==> src/design/trace_settings.svh <==
`ifndef TRACE_SETTINGS_SVH
`define TRACE_SETTINGS_SVH

// Lanes, commit width and bank count are one and the same
`define TRACE_LANES 2

// 8 slots per bank
`define TRACE_SLOT_AW 3

// Word-aligned pc
`define TRACE_PC_W 30

`define TRACE_DW 32

// Architectural register address
`define TRACE_LRF_AW 5

`define TRACE_NUM_IRQ 8

`define TRACE_INSN_W 32

`endif
==> src/design/rob_pkg.sv <==
`include "trace_settings.svh"

package rob_pkg;

   // Bank index is at least one bit wide
   localparam int BANK_AW = (`TRACE_LANES > 1) ? $clog2(`TRACE_LANES) : 1;

   // Push count ranges over 0 to TRACE_LANES
   localparam int PUSH_W = $clog2(`TRACE_LANES + 1);

   typedef logic [`TRACE_INSN_W-1:0] insn_word_t;

   typedef logic [`TRACE_SLOT_AW-1:0] slot_id_t;

   typedef logic [BANK_AW-1:0] bank_id_t;

   typedef logic [PUSH_W-1:0] push_size_t;

   // Where the ROB placed one issuing lane
   typedef struct packed {
      bank_id_t bank;
      slot_id_t slot;
   } lane_alloc_t;

   // One write into one shadow bank
   typedef struct packed {
      logic       en;
      slot_id_t   slot;
      insn_word_t word;
   } bank_write_t;

endpackage

==> src/design/trace_pkg.sv <==
`include "trace_settings.svh"

package trace_pkg;

   typedef logic [`TRACE_PC_W-1:0] pc_t;

   typedef logic [`TRACE_LRF_AW-1:0] reg_id_t;

   typedef logic [`TRACE_DW-1:0] data_t;

   typedef logic [`TRACE_NUM_IRQ-1:0] irq_vec_t;

   // Same word, read as write data or as the exception vector
   // depending on the record's exc flag
   typedef union packed {
      data_t wdata;
      data_t exc_vect;
   } trace_result_u;

   // One lane of the commit trace
   typedef struct packed {
      logic                valid;
      pc_t                 pc;
      rob_pkg::insn_word_t insn;
      logic                wen;
      reg_id_t             wnum;
      logic                exc;
      trace_result_u       result;
      irq_vec_t            irqc_irr;
   } commit_rec_t;

endpackage

==> src/design/commit_trace_top.sv <==
`include "trace_settings.svh"

module commit_trace_top
   import rob_pkg::*;
   import trace_pkg::*;
(
   input  logic                             clk,
   input  logic                             rst_n,
   input  insn_word_t  [`TRACE_LANES-1:0]   id_ins,
   input  logic                             id_p_ce,
   input  logic                             rn_p_ce,
   input  lane_alloc_t [`TRACE_LANES-1:0]   alloc,
   input  push_size_t                       push_size,
   input  slot_id_t    [`TRACE_LANES-1:0]   rptr,
   input  logic        [`TRACE_LANES-1:0]   cmt_fire,
   input  bank_id_t    [`TRACE_LANES-1:0]   head_l,
   input  pc_t         [`TRACE_LANES-1:0]   cmt_pc,
   input  reg_id_t     [`TRACE_LANES-1:0]   cmt_lrd,
   input  data_t       [`TRACE_LANES-1:0]   cmt_lrd_dat,
   input  logic        [`TRACE_LANES-1:0]   cmt_lrd_we,
   input  logic                             cmt_exc,
   input  data_t                            cmt_exc_vect,
   input  logic                             cmt_p_ce,
   input  irq_vec_t                         irqc_irr,
   output commit_rec_t [`TRACE_LANES-1:0]   commit
);

   bank_write_t [`TRACE_LANES-1:0] bank_wr;
   insn_word_t  [`TRACE_LANES-1:0] bank_word;

   insn_capture insn_capture_i (
      .clk       (clk),
      .id_ins    (id_ins),
      .id_p_ce   (id_p_ce),
      .rn_p_ce   (rn_p_ce),
      .alloc     (alloc),
      .push_size (push_size),
      .bank_wr   (bank_wr)
   );

   // One shadow bank per ROB bank
   for (genvar b = 0; b < `TRACE_LANES; b++)
   begin : g_bank
      insn_shadow_bank insn_shadow_bank_i (
         .clk     (clk),
         .wr      (bank_wr[b]),
         .rptr    (rptr[b]),
         .rd_word (bank_word[b])
      );
   end

   commit_trace_reg commit_trace_reg_i (
      .clk          (clk),
      .rst_n        (rst_n),
      .bank_word    (bank_word),
      .head_l       (head_l),
      .cmt_fire     (cmt_fire),
      .cmt_pc       (cmt_pc),
      .cmt_lrd      (cmt_lrd),
      .cmt_lrd_dat  (cmt_lrd_dat),
      .cmt_lrd_we   (cmt_lrd_we),
      .cmt_exc      (cmt_exc),
      .cmt_exc_vect (cmt_exc_vect),
      .cmt_p_ce     (cmt_p_ce),
      .irqc_irr     (irqc_irr),
      .commit       (commit)
   );

endmodule

==> src/design/commit_trace_reg.sv <==
`include "trace_settings.svh"

module commit_trace_reg
   import rob_pkg::*;
   import trace_pkg::*;
(
   input  logic                             clk,
   input  logic                             rst_n,
   input  insn_word_t  [`TRACE_LANES-1:0]   bank_word,
   input  bank_id_t    [`TRACE_LANES-1:0]   head_l,
   input  logic        [`TRACE_LANES-1:0]   cmt_fire,
   input  pc_t         [`TRACE_LANES-1:0]   cmt_pc,
   input  reg_id_t     [`TRACE_LANES-1:0]   cmt_lrd,
   input  data_t       [`TRACE_LANES-1:0]   cmt_lrd_dat,
   input  logic        [`TRACE_LANES-1:0]   cmt_lrd_we,
   input  logic                             cmt_exc,
   input  data_t                            cmt_exc_vect,
   input  logic                             cmt_p_ce,
   input  irq_vec_t                         irqc_irr,
   output commit_rec_t [`TRACE_LANES-1:0]   commit
);

   irq_vec_t                         irq_s1;
   commit_rec_t [`TRACE_LANES-1:0]   rec_next;

   // Interrupt state follows the commit pipeline by one stage
   always_ff @(posedge clk)
   begin
      if (cmt_p_ce)
      begin
         irq_s1 <= irqc_irr;
      end
   end

   always_comb
   begin
      for (int i = 0; i < `TRACE_LANES; i++)
      begin
         rec_next[i].valid        = cmt_fire[i];
         rec_next[i].pc           = cmt_pc[i];
         // Lane i reads whichever bank holds its head
         rec_next[i].insn         = bank_word[head_l[i]];
         rec_next[i].wen          = cmt_lrd_we[i];
         rec_next[i].wnum         = cmt_lrd[i];
         rec_next[i].exc          = 1'b0;
         rec_next[i].result.wdata = cmt_lrd_dat[i];
         rec_next[i].irqc_irr     = '0;
      end

      // Exceptions and interrupts only ever land on lane 0
      rec_next[0].exc      = cmt_exc;
      rec_next[0].irqc_irr = irq_s1;
      if (cmt_exc)
      begin
         rec_next[0].result.exc_vect = cmt_exc_vect;
      end
   end

   always_ff @(posedge clk)
   begin
      commit <= rec_next;
      if (!rst_n)
      begin
         for (int i = 0; i < `TRACE_LANES; i++)
         begin
            commit[i].valid <= 1'b0;
            commit[i].wen   <= 1'b0;
         end
      end
   end

   for (genvar i = 0; i < `TRACE_LANES; i++)
   begin : g_lane_chk
      // A register write in the trace must belong to a committed lane
      a_wen_has_valid : assert property (
         @(posedge clk) disable iff (!rst_n)
         commit[i].wen |-> commit[i].valid
      ) else $error("lane %0d shows wen without valid", i);
   end

   a_exc_on_lane0 : assert property (
      @(posedge clk) disable iff (!rst_n)
      cmt_exc |-> cmt_fire[0]
   ) else $error("cmt_exc without a lane 0 commit");

endmodule

==> src/design/insn_shadow_bank.sv <==
`include "trace_settings.svh"

module insn_shadow_bank
   import rob_pkg::*;
(
   input  logic        clk,
   input  bank_write_t wr,
   input  slot_id_t    rptr,
   output insn_word_t  rd_word
);

   localparam int DEPTH = 1 << `TRACE_SLOT_AW;

   // Raw words, parallel to this bank's ROB entries
   insn_word_t mem [DEPTH];

   always_ff @(posedge clk)
   begin
      if (wr.en)
      begin
         mem[wr.slot] <= wr.word;
      end
   end

   // Asynchronous read at the bank's head
   assign rd_word = mem[rptr];

endmodule

==> src/design/insn_capture.sv <==
`include "trace_settings.svh"

module insn_capture
   import rob_pkg::*;
(
   input  logic                              clk,
   input  insn_word_t  [`TRACE_LANES-1:0]    id_ins,
   input  logic                              id_p_ce,
   input  logic                              rn_p_ce,
   input  lane_alloc_t [`TRACE_LANES-1:0]    alloc,
   input  push_size_t                        push_size,
   output bank_write_t [`TRACE_LANES-1:0]    bank_wr
);

   insn_word_t [`TRACE_LANES-1:0] rn_ins;
   insn_word_t [`TRACE_LANES-1:0] issue_ins;
   logic       [`TRACE_LANES-1:0] lane_push;
   logic       [`TRACE_LANES-1:0] bank_multi;

   // Shadows of the decode and rename pipeline registers
   always_ff @(posedge clk)
   begin
      if (id_p_ce)
      begin
         rn_ins <= id_ins;
      end
      if (rn_p_ce)
      begin
         issue_ins <= rn_ins;
      end
   end

   // Lanes below push_size are the ones entering the ROB
   always_comb
   begin
      for (int i = 0; i < `TRACE_LANES; i++)
      begin
         lane_push[i] = push_size > push_size_t'(i);
      end
   end

   // Turn lane-indexed allocations into one request per bank
   always_comb
   begin
      bank_multi = '0;
      for (int b = 0; b < `TRACE_LANES; b++)
      begin
         bank_wr[b] = '0;
         for (int i = 0; i < `TRACE_LANES; i++)
         begin
            if (lane_push[i] && (alloc[i].bank == bank_id_t'(b)))
            begin
               if (bank_wr[b].en)
               begin
                  bank_multi[b] = 1'b1;
               end
               bank_wr[b].en   = 1'b1;
               bank_wr[b].slot = alloc[i].slot;
               bank_wr[b].word = issue_ins[i];
            end
         end
      end
   end

   // ROB must spread one push over distinct banks
   a_one_lane_per_bank : assert property (@(posedge clk) bank_multi == '0)
      else $error("two pushing lanes name the same bank");

endmodule

==> config.mk <==
export PLATFORM = sky130hd
export DESIGN_NAME = commit_trace_top
export DESIGN_NICKNAME = d
export VERILOG_FILES = /design/src/design/rob_pkg.sv /design/src/design/trace_pkg.sv /design/src/design/commit_trace_top.sv /design/src/design/commit_trace_reg.sv /design/src/design/insn_shadow_bank.sv /design/src/design/insn_capture.sv
export VERILOG_INCLUDE_DIRS = /design/src /design/src/design
export SDC_FILE = /design/constraint.sdc
export NUM_CORES = 1
export LEC_CHECK = 0
export ABC_AREA = 1
export BUFFER_PORTS_ARGS = -buffer_cell sky130_fd_sc_hd__clkbuf_2
export CORE_MARGIN = 2
export CORE_UTILIZATION = 45
export CTS_CLUSTER_SIZE = 30
export DETAILED_ROUTE_END_ITERATION = 8
export PLACE_DENSITY = 0.66
export SKIP_CTS_REPAIR_TIMING = 1
export SLEW_MARGIN = 20
export SYNTH_ARGS = -nofsm -noshare
export SYNTH_HDL_FRONTEND = slang
export SYNTH_SLANG_ARGS = --single-unit
==> constraint.sdc <==
create_clock -name clk -period 3.6 [get_ports clk]
set_input_delay 0.54 -clock clk [delete_from_list [all_inputs] [get_ports clk]]
set_output_delay 0.54 -clock clk [all_outputs]
set_load 0.01 [all_outputs]
==> flow_summary.toml <==
[power]
power_density_nw_per_um2 = 576
peakVddDrop_mv = 0.462
leakage_nw = 17.7

[drt]
wirelength_mm = 92.9
drtIter0Drc = 2311
antenna_left = 0
drtPass1Iterations = 5
post-route-drc-count = 0
vias = 22200
wl_per_cell_um = 20.9
vias_per_cell = 4.99

[logic_synthesis]
synth_edf_count = 648
synth_area_leader_cell = "edfxtp_1"
syn_area_sq_um = 32200
yosys_most_used_dff = "edfxtp_1"
syn_area_per_cell_sq_um = 11.3
yosys_register_bits = 859
postSynthCellCount = 2839
netlist_top_cells_area = "edfxtp_1 60%, dfxtp_1 13%, nand2_1 9.9%"
synth_most_common_cell = "nand2_1"
yosysUniqueCellTypes = 23
synthArstFlopShare_pct = 0
yosysWarnings = 0
synth_top_area_share_pct = 60.4
synthTopCellsByCount = "852 x nand2_1, 648 x edfxtp_1, 482 x nand3_1"
synth-seq-area-share_pct = 73.5

[critical_path]
critPathKind = "in2reg"
worstSetupStartpointType = "primary input"
worst_r2r_endpoint = "g_bank[1].insn_shadow_bank_i.mem[4][10]"
slowest_stage = "nor2_4"
r2r_cells = 2
path_cells = "clkbuf_2 -> nand2_4 -> clkinv_4 -> o21ai_2 -> nand3_1 -> nor2_4 -> buf_12"
cp_data_arrival_time_ns = 2.43
max_stage_delay_ns = 0.55
cp_max_fo = 36
r2r_slack_ns = 1.95
timing.rr.start = "insn_capture_i.issue_ins[10]"
cp.required_ns = 3.95
endpoint_kind = "flip-flop"

[global_route]
grt_max_degree = 65
antenna_found_initial = 3
overflow = 0
grt_pass1_wl_mm = 131
grtUsageTotal_pct = 24.2
grt_pass1_vias = 20600

[placed_design]
gp_congestion = 0.840
dp_hpwl_mm = 59.4
port_buffers = 476

[cts]
clk_root_buffer_cell = "clkbuf_16"
htreeDepth = 3
clk_pin_slew_ns = 0.06
cts_buffer_depth = 3
cts_tree = "built"
clock-sinks = 859
cts_buffers = 88
worstSkewPairLatency_ns = 0.64

[worst_hold_path]
min_path_type = "in2reg"
whs_endpoint = "commit_trace_reg_i.commit[204]"
worstHoldPathCells = 1
hp-start = "cmt_pc[45]"

[floorplanning]
die_h_um = 272
num_rows = 98
io_pins = 486
placeableCoreArea_sq_um = 71200
die-area_sq_um = 73800
start_util_pct = 45.2
die_w_um = 272

[sta]
rsz0062_at_grt = "false"
clock.fmax_mhz = 481
clock-skew-final_ns = 0.0274
setup_viol = 0
slew_headroom_pct = 26.6
hold_ws_ns = 0.0294
max_slew.worst_pin.slew_ns = 1.10
hold_violations = 0
maxSlewViolCount = 0
finalCritPeriodShare_pct = 57.8
period_needed_ns = 2.08
final.setup.tns_ns = 0

[status]
status = "finished, final reports clean"

[finish]
num-fill-cells = 5825
final_util_pct = 55.9
syn_to_final_growth_pct = 23.5
layout.area.seq_sq_um = 23700
drive_gt1_share_pct = 21.0
multiInputGateArea_sq_um = 6470
fin_nets = 3690

[job]
maxCapViolCount = 0
[sequential cells by signal, indices dropped and copies added (netlist names)]
register and flops:
g_bank.insn_shadow_bank_i.mem 512, commit_trace_reg_i.commit 211, insn_capture_i.issue_ins 64, insn_capture_i.rn_ins 64
commit_trace_reg_i.irq_s1 8
[how the worst max path moves through the flow]
stage,startpoint,endpoint,slack (ns),depth (start not counted)
2_1_floorplan,alloc[7],g_bank[0].insn_shadow_bank_i.mem[0][0],0.72,8
5_1_grt,push_size[1],g_bank[1].insn_shadow_bank_i.mem[0][17],1.41,7
4_1_cts,push_size[1],g_bank[1].insn_shadow_bank_i.mem[0][17],1.54,7
3_3_place_gp,push_size[1],g_bank[1].insn_shadow_bank_i.mem[0][22],0.91,7
3_5_place_dp,push_size[1],g_bank[1].insn_shadow_bank_i.mem[0][18],0.87,7
6_report,push_size[1],g_bank[1].insn_shadow_bank_i.mem[0][17],1.52,7
[power breakdown]
part	leakage (nW)	total (mW)	switching, mW	internal (mW)
Combinational	8.57	1.92	1.30	0.620
Sequential	7.61	11.6	0.254	11.3
Clock	1.48	9.43	3.84	5.59
[cell families (layout without fill, tap and decap cells)]
logic type	count (synthesis)	count (layout)	synth area share, %
AO/OA/AOI/OAI	39	39	0.664
buffers and inverters	549	1202	6.88
flip-flops	859	859	73.5
multiplexers	32	32	1.12
other	1	11	0.0116
AND/OR/NAND/NOR	1359	1359	17.8
[metal layers]
layer	GRT usage [%]	vias to the layer above	part of all wire (%)
met5	0	-	0.025
met3	4.64	158	7.9
met2	40.9	1001	49
li1	-	10500	-
met4	8.34	4	3.4
met1	31.3	10600	40
[critical path, delay by kind of cell]
| family | cells | cell delay (ns) |
|---|---|---|
| AOI/OAI and AO/OA | 1 | 0.28 |
| buffers and inverters | 3 | 0.71 |
| and+or+nand+nor | 3 | 0.89 |
[layout by cell type, fill, tap and decap left out, drive strengths merged, types with 4 or more instances in the layout]
master       instances
dlygate4sd3         96
buf                 60
nand3              482
dfxtp              211
o21ai               39
edfxtp             648
bufinv               8
clkbuf             600
nand2              855
clkinvlp             4
conb                 9
inv                406
clkinv              28
mux2                32
nor2                22
[per-stage QoR]
step | std cells | total power, mW | worst slack [ns] | area (sq um)
floorplan | 2847 | 12.6 | 0.722 | 32300
global placement | 4188 | 13.6 | 0.908 | 35800
detailed placement | 4188 | 13.6 | 0.865 | 35800
CTS | 4354 | 22.9 | 1.54 | 38800
global route | 4451 | 23.6 | 1.41 | 39800
finish | 4452 | 22.9 | 1.52 | 39800
[area by class of cell]
class,instances,share of cell area [%]
clock inverter,38,1.27
clock buffer,128,6.45
sequential,859,59.5
tap,950,2.99
antenna,2,0.0126
inverter,408,3.87
multi-input combinational,1439,16.3
timing repair buffer,628,9.63
Note: power is estimated with default switching activity, not from simulation.
